===== src/common/line_bus_pkg.sv =====
/*
 * Line bus shared types
 */

package line_bus_pkg;

   // Bus and line widths
   localparam int ADDR_W = 16;
   localparam int WORD_W = 32;

   // Beats per line, lowest word first on the bus
   localparam int BEATS  = 4;
   localparam int LINE_W = WORD_W * BEATS;

   // Line memory depth in words, indexed by byte address bits 9:2
   localparam int RAM_WORDS = 256;
   localparam int RAM_AW    = $clog2(RAM_WORDS);

   // Byte address, bits 3:0 zero for a line
   typedef logic [ADDR_W-1:0] addr_t;

   // One bus beat
   typedef logic [WORD_W-1:0] word_t;

   // Full line, word k at bits 32k+31:32k
   typedef logic [LINE_W-1:0] line_t;

   // Beat index within a line
   typedef logic [$clog2(BEATS)-1:0] beat_t;

   // Word index into the line memory
   typedef logic [RAM_AW-1:0] ram_idx_t;

   // Work unit request, en is a single-cycle strobe
   typedef struct packed {
      logic  en;
      logic  wr;
      addr_t addr;
      line_t wdata;
   } unit_req_t;

   // Work unit response
   // rdata keeps the last read line until the next read completes
   typedef struct packed {
      logic  done;
      line_t rdata;
   } unit_rsp_t;

   // One beat driven by the bus owner
   typedef struct packed {
      logic  valid;
      logic  rw;
      addr_t addr;
      word_t wdata;
   } bus_req_t;

   // Memory answer, one ack per beat
   typedef struct packed {
      logic  ack;
      word_t rdata;
   } bus_rsp_t;

   // Controller FSM
   typedef enum logic [1:0] {
      IDLE   = 2'd0,
      REQ    = 2'd1,
      MASTER = 2'd2,
      DRAIN  = 2'd3
   } ctrl_state_t;

endpackage


===== src/hdl/bus_arbiter.sv =====
/* Two-master bus arbiter */

`timescale 1ns/10ps

module bus_arbiter (
   input  logic                 bus_clk,
   input  logic                 rst,
   input  logic [1:0]           br,
   input  line_bus_pkg::bus_req_t m0_bus,
   input  line_bus_pkg::bus_req_t m1_bus,
   output logic [1:0]           bg,
   output line_bus_pkg::bus_req_t bus
);
   import line_bus_pkg::*;

   // Current owner and round-robin history
   logic own_vld_q;
   logic own_q;
   logic last_q;
   logic pick;

   bus_req_t sel;

   // Both asking: the one not served last wins
   always_comb begin
      if (br == 2'b11) begin
         pick = ~last_q;
      end else begin
         pick = br[1];
      end
   end

   always_ff @(posedge bus_clk) begin
      if (rst) begin
         own_vld_q <= 1'b0;
         own_q     <= 1'b0;
         // Pretend master 1 went last so master 0 wins first
         last_q    <= 1'b1;
      end else if (own_vld_q) begin
         // Hold for the burst, let go once the owner drops br
         if (!br[own_q]) begin
            own_vld_q <= 1'b0;
         end
      end else if (|br) begin
         own_vld_q <= 1'b1;
         own_q     <= pick;
         last_q    <= pick;
      end
   end

   // Grant decode from the owner registers
   assign bg = own_vld_q ? (own_q ? 2'b10 : 2'b01) : 2'b00;

   // Bus multiplexer, idle bus carries no valid beat
   always_comb begin
      sel = own_q ? m1_bus : m0_bus;
      if (!own_vld_q) begin
         sel.valid = 1'b0;
      end
      bus = sel;
   end

endmodule


===== config.mk =====
export PLATFORM = sky130hd
export DESIGN_NAME = bus_arbiter
export DESIGN_NICKNAME = d
export VERILOG_FILES = /design/src/common/line_bus_pkg.sv /design/src/hdl/bus_arbiter.sv
export SDC_FILE = /design/constraint.sdc
export NUM_CORES = 1
export LEC_CHECK = 0
export ABC_AREA = 1
export BUFFER_PORTS_ARGS = -buffer_cell sky130_fd_sc_hd__clkbuf_2
export CORE_AREA = 2 2 60 62
export CTS_CLUSTER_DIAMETER = 120
export DETAILED_ROUTE_END_ITERATION = 6
export DIE_AREA = 0 0 62 64
export PLACE_DENSITY = 0.78
export SLEW_MARGIN = 20
export SYNTH_ARGS = -nofsm -noshare
export SYNTH_HDL_FRONTEND = slang
export SYNTH_SLANG_ARGS = --single-unit

===== constraint.sdc =====
create_clock -name bus_clk -period 1.1 [get_ports bus_clk]
set_clock_uncertainty 0.05 [all_clocks]
set_input_delay 0.11 -clock bus_clk [delete_from_list [all_inputs] [get_ports bus_clk]]
set_output_delay 0.11 -clock bus_clk [all_outputs]
set_load 0.01 [all_outputs]

# Yosys cells after proc, flatten, opt, wreduce, memory -nomap -nowiden
# Index checks and enable logic that the tools add are counted.
op_classes:
  magnitude_cmp: 1
  mux: 10
  n_reduce_logical: 2
  eq_ne: 1
  bitwise: 2
op_table:
  columns: ["operator", "count"]
  rows:
  - ["50-bit 2-to-1 mux", 1]
  - ["1-bit 2-to-1 mux", 7]
  - ["2-bit 2-to-1 mux", 2]
  - ["2-bit equality test (second input constant)", 1]
  - ["1-bit by 2-bit < comparator with 1-bit output (second input constant)", 1]
  - ["1-bit NOT", 2]
  - ["2-bit AND reduction", 1]
  - ["2-bit OR reduction", 1]
totals:
  in_bits: 104
  output_inout_bits: 52
  ff_bits: 3

# Longest topological paths before layout
logic_depth:
  depth_word: 4
  depth_mapped: 7

# Worst setup path before layout
# Ideal clock, no wire load.
synth_path:
  kind: "flip-flop to output port"
  from: "register own_q"
  to: "output bus[49] (netlist name)"
  arrival_ns: 0.859
  path_stages_with_launch: 8
  setup_slack_ns: 0.081
  path_cell_list: "dfxtp_1 -> buf_4 -> inv_2 -> buf_6 -> nand2_2 -> inv_2 -> nand2_1 -> nand2_1"
synth_rtl:
  columns: ["item", "line_no", "rtl"]
  rows:
  - ["start, declared", "bus_arbiter.sv:18", "logic own_q;"]
  - ["start signal, assigned", "bus_arbiter.sv:46", "own_q <= pick;"]
  - ["end, declared", "bus_arbiter.sv:12", "output line_bus_pkg::bus_req_t bus"]

==> flow_metrics.py <==
metrics = {
    "placed_design": {
        "placed_cells": 374,
        "dp_hpwl_mm": 3.15,
        "io_buffers": 155,
        "gp_congestion": 0.772,
    },
    "drt": {
        "routed_wl_mm": 3.93,
        "drtIter0Drc": 73,
        "drc": 0,
        "routed_via_density": 4.21,
        "wl_per_cell_um": 10.3,
        "num_vias": 1607,
        "ant_nets": 0,
        "dr.pass1.iters": 4,
    },
    "power_and_ir_drop": {
        "p_per_area_mw_per_mm2": 644,
        "power.total_mw": 1.16,
        "peakVddDrop_uv": 518,
        "leakagePower_nw": 1.25,
    },
    "global_routing": {
        "grt_pass1_vias": 1429,
        "antenna_found_initial": 0,
        "grt_pass1_wl_mm": 5.69,
        "grt_max_degree": 31,
        "grt.total_usage_pct": 18.1,
        "overflow": 0,
    },
    "layout": {
        "nets": 441,
        "drive_above_1_share_pct": 55.7,
        "syn_to_final_growth_pct": 136,
        "final_cells": 382,
        "n_antenna_cell": 0,
        "fillCellCount": 335,
    },
    "synthesis": {
        "synth_nets": 284,
        "ys_seq_area_share_pct": 7.88,
        "syn_area_um2": 762,
        "syn_inst": 180,
        "synth_mux_area_share_pct": 0,
        "avgSynthCellArea_um2": 4.23,
        "synth_compound_area_share_pct": 2.46,
        "synth_fa_ha_area_share_pct": 0,
        "synth_top_family_by_area": "simple AND/OR/NAND/NOR gates",
        "post_synth_num_cell_types": 13,
        "synth-simple-area-share_pct": 79.3,
        "ys_seq_elements": 3,
        "synth-xor-area-share_pct": 0,
        "ys.warnings.count": 0,
    },
    "timing": {
        "drv_slew": 0,
        "hold_violations": 0,
        "period_share_pct": 117,
        "fin_crit_ns": 1.29,
        "finalWorstSetupSlack_ns": -0.188,
        "rsz0062_at_grt": "true",
        "worstMarginPinSlew_ns": 0.250,
        "max_freq_mhz": 777,
        "finalSetupViolCount": 52,
        "relSlewSlack_pct": 83.2,
    },
    "run_status": {
        "status": "complete, but fails checks",
        "violations": "setup timing",
    },
    "clock_tree": {
        "clock_latency_ns": 0.24,
        "cts_num_sinks": 3,
        "cts_tree": "done",
        "numCtsBuffers": 3,
        "ctsLongestPathBuffers": 2,
        "htreeDepth": 1,
        "clockRootBuffer": "clkbuf_4",
        "clk_pin_slew_ns": 0.04,
    },
    "floorplanning": {
        "dieWidth_um": 62,
        "die-area_mm2": 0.00397,
        "dieHeight_um": 64,
        "pin_count": 156,
        "initial_core_util_pct": 23.2,
        "placementRows": 21,
        "core_mm2": 0.00328,
    },
    "worst_setup_path": {
        "critPathArrivalTime_ns": 1.13,
        "crit_top_cell": "nand2_1",
        "crit_type": "reg -> out",
        "crit_path_start_kind": "flop",
        "cp_max_fo": 7,
        "worst_setup_path_end_kind": "output pin",
        "path_cells": "inv_8, buf_12, nand2_4, inv_2, nand2_1, nand2_1, buf_2",
        "cp.required_ns": 0.94,
        "critPathMaxStageDelay_ns": 0.40,
        "crit_slowest_cell": "dfxtp_4",
    },
    "min_path": {
        "hold_class": "in -> reg",
    },
    "run": {
        "drv_cap": 0,
    },
}
[power breakdown]
group	total, mW	switching (mW)	internal (mW)
registers	0.131	0.0126	0.119
clock network	0.201	0.0642	0.136
logic	0.826	0.408	0.418
total	1.16	0.485	0.673
[critical path, delay by kind of cell, from the launching register on]
family | cells | cell delay, ns
flops | 1 | 0.40
simple gates | 3 | 0.13
buf+inv | 4 | 0.35
[Yosys cell counts]
cell,instances,area (um^2)
buf_4,1,7.51
nand3b_1,1,7.51
a21oi_2,1,8.76
nand2_2,1,6.26
buf_6,1,11.3
inv_2,2,7.51
nand2_1,156,586
buf_2,9,45.0
inv_1,2,7.51
a21oi_1,1,5.00
nand3_1,1,5.00
dfxtp_1,3,60.1
o21ai_0,1,5.00
[layout by cell type (no fill, tap or decap), types with 2 or more instances in the layout]
cell type  Yosys  routed
clkbuf_2       0     115
nand2_1      156     141
nand2_4        0       4
inv_2          2       2
nand2_2        1      12
buf_2          9      34
buf_12         0       4
clkbuf_4       0       3
buf_6          1       7
[cell families (layout without fill, tap and decap cells)]
| family | count (synthesis) | count (layout) |
|---|---|---|
| and+or+nand+nor | 159 | 159 |
| buffers and inverters | 15 | 171 |
| AOI/OAI and AO/OA | 3 | 3 |
| DFF | 3 | 3 |
[flip-flops by register name, summed over array words and instances, names as in the netlist]
signal and cells:
own_vld_q 1, own_q 1, last_q 1
[final cells by class]
class	instances	area, um^2	share of cell area (%)
multi-input cells	162	681	37.8
inverters	4	22.5	1.25
well taps	46	57.6	3.20
repair buffers	163	947	52.6
clock buffers	4	26.3	1.46
flip-flops and latches	3	65.1	3.62
[through the flow]
stage	area [um^2]	TNS (ns)	setup WS [ns]	hold WS, ns	utilization, %
floorplan	762	0	0.0805	0.122	-
global placement	1590	0	0.0316	0.251	48.3
detailed placement	1590	0	0.0134	0.248	48.3
CTS	1690	-9.44	-0.205	0.0798	51.4
global route	1800	-10.45	-0.259	0.101	54.8
finish	1800	-6.95	-0.188	0.0793	54.8
[layer usage]
metal | global-route usage (%) | part of all wire [%] | vias to the layer above
met5 | 0 | 0 | -
met2 | 36.3 | 55 | 75
li1 | - | - | 844
met3 | 2.83 | 8.5 | 2
met1 | 17.0 | 36 | 686
met4 | 6.65 | 0.53 | 0
[worst paths after layout]
| kind | to | cells past startpoint | slack (ns) | from |
|---|---|---|---|---|
| worst max-delay path | bus[49] | 7 | -0.19 | own_q$_SDFFE_PP0P_ |
| worst min-delay path | own_vld_q$_SDFF_PP0_ | 3 | 0.08 | br[1] |
| worst max register to register | own_vld_q$_SDFF_PP0_ | 5 | 0.19 | own_q$_SDFFE_PP0P_ |
| worst min register to register | last_q$_SDFFE_PP1P_ | 2 | 0.43 | last_q$_SDFFE_PP1P_ |
[repair_timing]
item | CTS | global route
setup endpoints to repair | 51 | 52
gates cloned | 1 | 1
gates resized for setup | 6 | 70
hold buffers | 1 | 0
hold endpoints to repair | 2 | 0
buffers inserted | 1 | 1
(Power assumes the default switching activity.)
