==> config.mk <==
export PLATFORM = sky130hd
export DESIGN_NAME = mem_bus_controller
export DESIGN_NICKNAME = d
export VERILOG_FILES = /design/src/common/line_bus_pkg.sv /design/src/bus_controller/mem_bus_controller.sv
export SDC_FILE = /design/constraint.sdc
export NUM_CORES = 1
export LEC_CHECK = 0
export BUFFER_PORTS_ARGS = -buffer_cell sky130_fd_sc_hd__buf_2
export CAP_MARGIN = 20
export CORE_MARGIN = 2
export CORE_UTILIZATION = 52
export CTS_BUF_LIST = sky130_fd_sc_hd__clkbuf_16
export CTS_CLUSTER_DIAMETER = 50
export DETAILED_ROUTE_END_ITERATION = 6
export PLACE_DENSITY = 0.8
export SYNTH_ARGS = -nofsm -noshare
export SYNTH_HDL_FRONTEND = slang
export SYNTH_SLANG_ARGS = --single-unit
==> constraint.sdc <==
create_clock -name bus_clk -period 5.7 [get_ports bus_clk]
set_input_delay 0.57 -clock bus_clk [delete_from_list [all_inputs] [get_ports bus_clk]]
set_output_delay 0.57 -clock bus_clk [all_outputs]
set_load 0.05 [all_outputs]
==> src/common/line_bus_pkg.sv <==
/*
 * Line bus shared types
 */

package line_bus_pkg;

   // Bus and line widths
   localparam int ADDR_W = 16;
   localparam int WORD_W = 32;

   // Beats per line, lowest word first on the bus
   localparam int BEATS  = 4;
   localparam int LINE_W = WORD_W * BEATS;

   // Line memory depth in words, indexed by byte address bits 9:2
   localparam int RAM_WORDS = 256;
   localparam int RAM_AW    = $clog2(RAM_WORDS);

   // Byte address, bits 3:0 zero for a line
   typedef logic [ADDR_W-1:0] addr_t;

   // One bus beat
   typedef logic [WORD_W-1:0] word_t;

   // Full line, word k at bits 32k+31:32k
   typedef logic [LINE_W-1:0] line_t;

   // Beat index within a line
   typedef logic [$clog2(BEATS)-1:0] beat_t;

   // Word index into the line memory
   typedef logic [RAM_AW-1:0] ram_idx_t;

   // Work unit request, en is a single-cycle strobe
   typedef struct packed {
      logic  en;
      logic  wr;
      addr_t addr;
      line_t wdata;
   } unit_req_t;

   // Work unit response
   // rdata keeps the last read line until the next read completes
   typedef struct packed {
      logic  done;
      line_t rdata;
   } unit_rsp_t;

   // One beat driven by the bus owner
   typedef struct packed {
      logic  valid;
      logic  rw;
      addr_t addr;
      word_t wdata;
   } bus_req_t;

   // Memory answer, one ack per beat
   typedef struct packed {
      logic  ack;
      word_t rdata;
   } bus_rsp_t;

   // Controller FSM
   typedef enum logic [1:0] {
      IDLE   = 2'd0,
      REQ    = 2'd1,
      MASTER = 2'd2,
      DRAIN  = 2'd3
   } ctrl_state_t;

endpackage

==> src/bus_controller/mem_bus_controller.sv <==
/*
 * Line bus master controller
 */

`timescale 1ns/10ps

module mem_bus_controller (
   input  logic                   bus_clk,
   input  logic                   rst,
   // Work unit side
   input  line_bus_pkg::unit_req_t req,
   output line_bus_pkg::unit_rsp_t rsp,
   // Arbiter side
   output logic                   br,
   input  logic                   bg,
   output line_bus_pkg::bus_req_t bus,
   input  line_bus_pkg::bus_rsp_t bus_rsp
);
   import line_bus_pkg::*;

   ctrl_state_t state_q;
   ctrl_state_t state_d;

   // Latched transfer, loaded on the strobe
   logic  wr_q;
   addr_t addr_q;
   line_t wdata_q;

   // Beats sent and acks seen, both wrap after four
   beat_t beat_q;
   beat_t ack_cnt_q;

   // Read assembly and the line shown to the unit
   line_t fill_q;
   line_t rdata_q;
   logic  done_q;

   logic  ack_ok;
   logic  last_beat;
   logic  last_ack;

   // The shared response only counts while we own the bus
   assign ack_ok = bus_rsp.ack && bg &&
                   ((state_q == MASTER) || (state_q == DRAIN));

   assign last_beat = (beat_q == beat_t'(BEATS - 1));
   assign last_ack  = ack_ok && (ack_cnt_q == beat_t'(BEATS - 1));

   // Next state
   always_comb begin
      state_d = state_q;
      unique case (state_q)
         IDLE: begin
            if (req.en) begin
               state_d = REQ;
            end
         end
         REQ: begin
            // Stay here as long as the other master holds the bus
            if (bg) begin
               state_d = MASTER;
            end
         end
         MASTER: begin
            if (last_beat) begin
               state_d = DRAIN;
            end
         end
         DRAIN: begin
            // Wait for the ack of beat 3
            if (last_ack) begin
               state_d = IDLE;
            end
         end
         default: begin
            state_d = IDLE;
         end
      endcase
   end

   // Control registers
   always_ff @(posedge bus_clk) begin
      if (rst) begin
         state_q   <= IDLE;
         beat_q    <= '0;
         ack_cnt_q <= '0;
         done_q    <= 1'b0;
      end else begin
         state_q <= state_d;
         done_q  <= (state_q == DRAIN) && last_ack;
         if ((state_q == IDLE) && req.en) begin
            beat_q    <= '0;
            ack_cnt_q <= '0;
         end else begin
            if (state_q == MASTER) begin
               beat_q <= beat_q + 1'b1;
            end
            if (ack_ok) begin
               ack_cnt_q <= ack_cnt_q + 1'b1;
            end
         end
      end
   end

   // Request payload
   always_ff @(posedge bus_clk) begin
      if ((state_q == IDLE) && req.en) begin
         wr_q    <= req.wr;
         addr_q  <= req.addr;
         wdata_q <= req.wdata;
      end
   end

   // Read data path
   always_ff @(posedge bus_clk) begin
      if (ack_ok && !wr_q) begin
         fill_q[ack_cnt_q*WORD_W +: WORD_W] <= bus_rsp.rdata;
         // Last word goes straight into the visible line
         if (last_ack) begin
            rdata_q <= {bus_rsp.rdata, fill_q[LINE_W-WORD_W-1:0]};
         end
      end
   end

   // Bus request while owning the bus
   assign br = (state_q == REQ) || (state_q == MASTER);

   always_comb begin
      bus.valid = (state_q == MASTER);
      bus.rw    = wr_q;
      // Line base plus four bytes per beat
      bus.addr  = {addr_q[ADDR_W-1:4], beat_q, 2'b00};
      bus.wdata = wdata_q[beat_q*WORD_W +: WORD_W];
   end

   // Unit response
   assign rsp.done  = done_q;
   assign rsp.rdata = rdata_q;

endmodule

; Word-level counts from Yosys, hierarchy flattened
; Index checks and enable logic that the tools add are counted.
[word_totals]
in_bits = 182
reg_bits = 408
output_inout_bits = 180
[op_classes]
eq_ne = 9
mux = 6
shift = 3
n_reduce_logical = 13
add_sub_neg = 3
[ops]
columns = operator, count
row1 = bitwise mux 128 bit, 1
row2 = "variable shift 32 x 34 -> 128 bit, first input constant", 1
row3 = variable part select 128 x 8 -> 32 bit, 1
row4 = variable part select 32 x 34 -> 128 bit, 1
row5 = negator 7 -> 34 bit, 1
row6 = "equality test 2 bit, second input constant", 4
row7 = two-way mux 2 bit, 4
row8 = case mux 2 bit (4 select lines), 1
row9 = logical AND 1 bit, 6
row10 = "inequality test 2 bit, second input constant", 3
row11 = "adder 2 x 1 -> 2 bit, second input constant", 2
row12 = AND reduction 4 bit, 1
row13 = "equality test 2 x 1 -> 1 bit, second input constant", 1
row14 = logical NOT 2 bit, 1
row15 = logical OR 1 bit, 2
row16 = "inequality test 2 x 1 -> 1 bit, second input constant", 1
row17 = AND reduction 2 bit, 1
row18 = OR reduction 2 bit, 1
row19 = logical NOT 1 bit, 1

; Longest topological paths before layout
; Gate-level depths: netlist (run 1).
[depth]
word_depth = 6
depth_mapped = 5
mapped_depth_nobuf = 5

; Worst setup path after synthesis (run 1)
; OpenSTA, ideal clock, no wires.
[synth_timing]
path_kind = reg-to-reg
start = register state_q[0]
end = register rdata_q[0], enable pin
period_less_slack_ns = 4.881
slack_ns = 0.819
arrival_ns = 4.378
required_ns = 5.197
path_stages_with_launch = 6
cell_sequence = dfxtp_1 -> inv_1 -> ha_1 -> o211ai_2 -> nor2_1 -> and2_1
[synth_rtl]
columns = item, line
row1 = start: declaration, mem_bus_controller.sv:21  ; ctrl_state_t state_q;
row2 = start signal: assignment, mem_bus_controller.sv:89  ; state_q <= state_d;
row3 = end signal: assignment, mem_bus_controller.sv:120  ; rdata_q <= {bus_rsp.rdata, fill_q[LINE_W-WORD_W-1:0]};
row4 = end: declaration, mem_bus_controller.sv:35  ; line_t rdata_q;

; Worst setup path in the final report (run 1)
[layout_timing]
start = register state_q[0]
end = register rdata_q[24], enable pin
[layout_between]
elab_chain_len = 5
[layout_rtl]
columns = item, line
row1 = equality test 2 bit, mem_bus_controller.sv:44  ; ((state_q == MASTER) || (state_q == DRAIN));
row2 = logical OR 1 bit (*), mem_bus_controller.sv:44
row3 = logical AND 1 bit (*), mem_bus_controller.sv:43  ; assign ack_ok = bus_rsp.ack && bg &&
row4 = logical AND 1 bit (on tied branches), "mem_bus_controller.sv:47, mem_bus_controller.sv:116"
row5 = AND reduction 2 bit (no line) (*), --
; Every way passes the cells marked *; elsewhere a longest branch is shown, timed or not.
; A chain may end at the register's enable or synchronous reset.

==> results.json, run 1 <==
{
  "first_iter_violations": 443,
  "tightest_slew_ps": 1030,
  "period_minus_slack_ps": 3080,
  "grt_overflow_total": 0,
  "n_fill_cell": 1605,
  "async_flop_share": 0,
  "ys_seq_elements": 372,
  "fin_area_mm2": 0.0163,
  "top_usage_layer": "met2",
  "status": "complete, no violations",
  "wire_per_inst_um": 20.0,
  "layout.cells.most_common_list": "edfxtp_1, buf_2, and2_1",
  "grt_max_degree": 80,
  "start_kind": "flop",
  "core_mm2": 0.0244,
  "post_dp_cell_area_mm2": 0.0151,
  "use_met1": 0.240,
  "power.total_mw": 6.79,
  "cts_root_buf": "clkbuf_16",
  "grt_pass1_wl_um": 38400,
  "worstPathMaxFanout": 79,
  "vias_per_cell": 5.04,
  "nets": 1143,
  "yosysTopAreaCellShare": 0.845,
  "drc": 0,
  "slowest_stage": "and2_4",
  "clk_latency_ps": 510,
  "hp-class": "input port to flop",
  "rsz0062_at_grt": "false",
  "ys_seq_area_frac": 0.856,
  "hold-worst-slack_ps": 234,
  "ir_worst_vdd_mv": 0.401,
  "pin_count": 362,
  "yosysTopAreaCell": "edfxtp_1",
  "initial_core_util": 0.532,
  "cp.arrival_ps": 3220,
  "cp-end-kind": "flop",
  "relSlewSlack": 0.315,
  "power-per-cell-area_mw_per_mm2": 418,
  "gp_congestion": 0.797,
  "syn_inst": 569,
  "postCtsSetupBuffers": 0,
  "drive_gt1_frac": 0.469,
  "die_area_mm2": 0.0262,
  "num_rows": 57,
  "clock_path_buffers": 3,
  "finalSetupTns_ps": 0,
  "synth_area_per_cell_um2": 22.8,
  "dpl.hpwl_um": 17400,
  "fmax_mhz": 325,
  "synth_edf_count": 365,
  "cts_buffers": 37,
  "synth_area_leaders": "edfxtp_1, mux4_2, and2_1",
  "grt_use_total": 0.198,
  "ys.flop_type": "edfxtp_1",
  "min_period_over_period": 0.541,
  "yosysUniqueCellTypes": 27,
  "vias": 6567,
  "areaGrowthSynthToFinish_pct": 25.5,
  "path_cells": "inv_1 -> ha_1 -> o211ai_2 -> nor2_1 -> and2_4 -> buf_4",
  "skew_ps": 7.50,
  "setup_viol": 0,
  "use_met2": 0.333,
  "leakage_nw": 6.09,
  "cts_hold_buf": 0,
  "detail_route.first_pass.iterations": 6,
  "crit_type": "flop to flop",
  "multi_input_area_mm2": 0.00175,
  "ff_latch_area_mm2": 0.0111,
  "numClockSinks": 372,
  "antenna_found_initial": 7,
  "grtUsageMet3": 0.0707,
  "htreeDepth": 2,
  "synth_area_mm2": 0.0130,
  "maxSlewViolCount": 0,
  "die_h_um": 162,
  "layout_commonest_cell": "edfxtp_1",
  "wirelength_um": 26100,
  "post_cts_resized": 0,
  "die_x_um": 162,
  "yosysWarnings": 0,
  "drv_cap": 0,
  "port-buffer-count": 355,
  "critPathRequiredTime_ps": 5830,
  "grt_pass1_vias": 6683,
  "max_stage_delay_ps": 810,
  "cts_tree": "built",
  "antenna_left": 0,
  "hold_viol": 0,
  "clkSlewWorstSetupHoldPaths_ps": 60
}
[state kept, by name, summed over array words and instances, names as in the netlist, 2 cells and up]
signal and cells:
fill_q 96, addr_q 12, beat_q 2, wdata_q 128, ack_cnt_q 2, rdata_q 128
state_q 2
[stage by stage]
stage                     utilization  setup slack (ps)  std cells
after floorplan                     -               819        570
after global placement          0.619              2690       1235
after detailed placement        0.619              2630       1235
after CTS                       0.667              2590       1300
after global routing            0.667              2330       1303
final                           0.667              2620       1303
[final timing paths]
check        startpoint     endpoint  slack [ps]  depth (start not counted)
min reg2reg  fill_q[91]  rdata_q[91]         420                          0
max          state_q[0]  rdata_q[24]        2620                          6
max reg2reg  state_q[0]  rdata_q[24]        2620                          6
min             req[42]  wdata_q[42]         230                          1
[power by group]
group / switching (mW) / total, mW / leakage (nW) / internal [mW]
registers: 0.0830 / 3.42 / 3.41 / 3.34
logic: 0.767 / 1.08 / 2.07 / 0.318
clock network: 0.953 / 2.28 / 0.607 / 1.33
total: 1.80 / 6.79 / 6.09 / 4.99
[layout make-up]
cell class	count	area share
Antenna cell	3	0.000461
Clock buffer	39	0.0600
Clock inverter	26	0.0112
Inverter	4	0.000923
Multi-Input combinational cell	173	0.108
Sequential cell	372	0.682
Tap cell	324	0.0249
Timing Repair Buffer	362	0.112
[metal layers]
layer	share of wire	up-vias
met5	0.0019	-
met3	0.11	57
met1	0.35	3167
met4	0.028	8
li1	-	2969
met2	0.51	366
[cells in the mapped netlist, types with 2 or more instances]
master,count
dfxtp_1,7
ha_1,11
xnor2_1,2
edfxtp_1,365
mux4_2,32
clkbuf_1,7
buf_2,6
mux2i_1,4
buf_4,4
nor2_1,5
buf_6,4
nor3b_2,3
inv_1,3
nand2b_1,3
and2_1,101
[worst max-delay path: cells and delay by family (launching register included)]
kind | cells | cell delay (ps)
AND/OR/NAND/NOR | 2 | 1000
flip-flops | 1 | 330
buffers and inverters | 2 | 730
AO/OA/AOI/OAI | 1 | 190
adder cells (fa/ha/maj) | 1 | 330
[cells by family (layout without fill, tap and decap cells)]
kind of cell	count (synthesis)	in the layout	share of synthesized area
adder cells (fa/ha/maj)	11	11	0.0106
AO/OA/AOI/OAI	3	3	0.00367
other	1	5	0.000289
AND/OR/NAND/NOR	119	119	0.0582
buffers and inverters	25	431	0.0113
XOR/XNOR	2	2	0.00135
multiplexers	36	36	0.0587
flip-flops	372	372	0.856
Note: power is estimated with default switching activity, not from simulation.
==> run 2: changes to the inputs <==
==> constraint.sdc (replaced) <==
create_clock -name bus_clk -period 3.12 [get_ports bus_clk]
set_input_delay 0.312 -clock bus_clk [delete_from_list [all_inputs] [get_ports bus_clk]]
set_output_delay 0.312 -clock bus_clk [all_outputs]
set_load 0.05 [all_outputs]
==> results.json, run 2 (synthesis gave the netlist of run 1 again) <==
{
  "leakage_nw": 6.72,
  "maxSlewViolCount": 0,
  "die_x_um": 162,
  "die_area_mm2": 0.0262,
  "setup_viol": 0,
  "clock_path_buffers": 3,
  "hp-start": "bus_rsp[1]",
  "port-buffer-count": 355,
  "start_kind": "flop",
  "relSlewSlack": 0.446,
  "power.total_mw": 12.6,
  "rsz0062_at_grt": "false",
  "htreeDepth": 2,
  "clk_latency_ps": 500,
  "gp_congestion": 0.785,
  "finalSetupTns_ps": 0,
  "cts_root_buf": "clkbuf_16",
  "r2r_cells": 6,
  "rr_startpoint": "state_q[0]",
  "drive_gt1_frac": 0.415,
  "first_iter_violations": 539,
  "pin_count": 362,
  "grt_use_total": 0.227,
  "final_util": 0.730,
  "path_cells": "buf_4 -> mux4_2 -> buf_2",
  "skew_ps": 13.0,
  "nets": 1295,
  "timing.critical_path.max_delay_family": "flip-flops",
  "crit_type": "flop to output pin",
  "ir_worst_vdd_mv": 0.700,
  "hp-class": "input port to flop",
  "drv_cap": 0,
  "layout_commonest_cell": "edfxtp_1",
  "critPathBufInv": 2,
  "hold_viol": 0,
  "die_h_um": 162,
  "r2r_end": "rdata_q[80]",
  "core_mm2": 0.0244,
  "ff_latch_area_mm2": 0.0111,
  "min_period_over_period": 0.803,
  "period_minus_slack_ps": 2510,
  "wire_per_inst_um": 20.7,
  "post_dp_cell_area_mm2": 0.0152,
  "critPathRequiredTime_ps": 2810,
  "n_fill_cell": 1348,
  "cts_buffers": 38,
  "largestRegisters": "rdata_q x128, wdata_q x128, fill_q x96",
  "fin_area_mm2": 0.0178,
  "status": "complete, no violations",
  "antenna_found_initial": 1,
  "slowest_stage": "dfxtp_2",
  "areaGrowthSynthToFinish_pct": 37.2,
  "wirelength_um": 30000,
  "grt_pass1_wl_um": 44100,
  "vias_per_cell": 5.03,
  "layout.cells.most_common_list": "edfxtp_1, buf_2, dlygate4sd3_1",
  "min_delay_path_depth": 1,
  "numClockSinks": 372,
  "max_stage_delay_ps": 870,
  "hold-worst-slack_ps": 20.7,
  "grt_max_degree": 50,
  "hold_end": "rdata_q[97]",
  "cp-end-kind": "output pin",
  "tightest_slew_ps": 832,
  "cp.arrival_ps": 2190,
  "antenna_left": 0,
  "detail_route.first_pass.iterations": 5,
  "r2r_slack_ps": 760,
  "initial_core_util": 0.532,
  "fmax_mhz": 399,
  "drc": 0,
  "grt_overflow_total": 0,
  "grt_pass1_vias": 7575,
  "vias": 7302,
  "power-per-cell-area_mw_per_mm2": 708,
  "multi_input_area_mm2": 0.00175,
  "clkSlewWorstSetupHoldPaths_ps": 60,
  "num_rows": 57,
  "cts_tree": "built",
  "worstPathMaxFanout": 30,
  "dpl.hpwl_um": 16900
}
[run 2: cell types whose count changed in the layout (fill, tap and decap cells not counted), moves of 2 or more]
| cell | before | now |
|---|---|---|
| clkinv_2 | 3 | 6 |
| buf_12 | 0 | 5 |
| clkinv_1 | 6 | 8 |
| buf_8 | 0 | 2 |
| inv_1 | 13 | 8 |
| bufinv_16 | 2 | 0 |
| diode_2 | 3 | 1 |
| dlygate4sd3_1 | 0 | 143 |
[run 2: cell type report]
cell class              count  share of cell area
repair buffers            513               0.191
clock buffers              39              0.0548
well taps                 324              0.0228
clock inverters            25             0.00809
multi-input cells         173              0.0984
inverters                   4            0.000844
flip-flops and latches    372               0.624
diodes                      1            0.000141
[run 2: stage by stage]
stage	worst slack, ps	instances
2_1_floorplan	271	570
3_3_place_gp	716	1241
3_5_place_dp	676	1242
4_1_cts	604	1448
5_1_grt	544	1451
6_report	613	1451
[run 2: worst max-delay path by stage]
stage                 startpoint      endpoint  slack (ps)  cells after the start
global route           beat_q[1]        bus[5]         540                      3
finish                 beat_q[1]        bus[5]         610                      3
CTS                    beat_q[1]        bus[5]         600                      3
global placement    ack_cnt_q[0]    fill_q[34]         720                      4
detailed placement  ack_cnt_q[0]    fill_q[69]         680                      4
floorplan             state_q[0]  ack_cnt_q[0]         270                      5
[run 2: repair_timing]
action	CTS	global route
gates resized for setup	0	0
hold buffers	142	1
hold endpoints to repair	142	1
buffers inserted	0	0
[run 2: worst register-to-register path: stages, from the launching register on]
cell	delay [ps]
dfxtp_1	340
inv_1	110
ha_1	350
o211ai_2	190
nor2_1	190
and2_4	490
buf_12	340
[run 2: routing by layer]
metal	vias up	routed length, µm	track usage
met3	52	2790	0.0575
li1	3267	-	-
met1	3529	11400	0.291
met2	454	15200	0.390
met5	-	0	0
met4	0	699	0.0648
[run 2: power breakdown]
part           switching, mW  internal [mW]
clock                   1.82           2.28
combinational           1.48          0.741
sequential             0.180           6.10
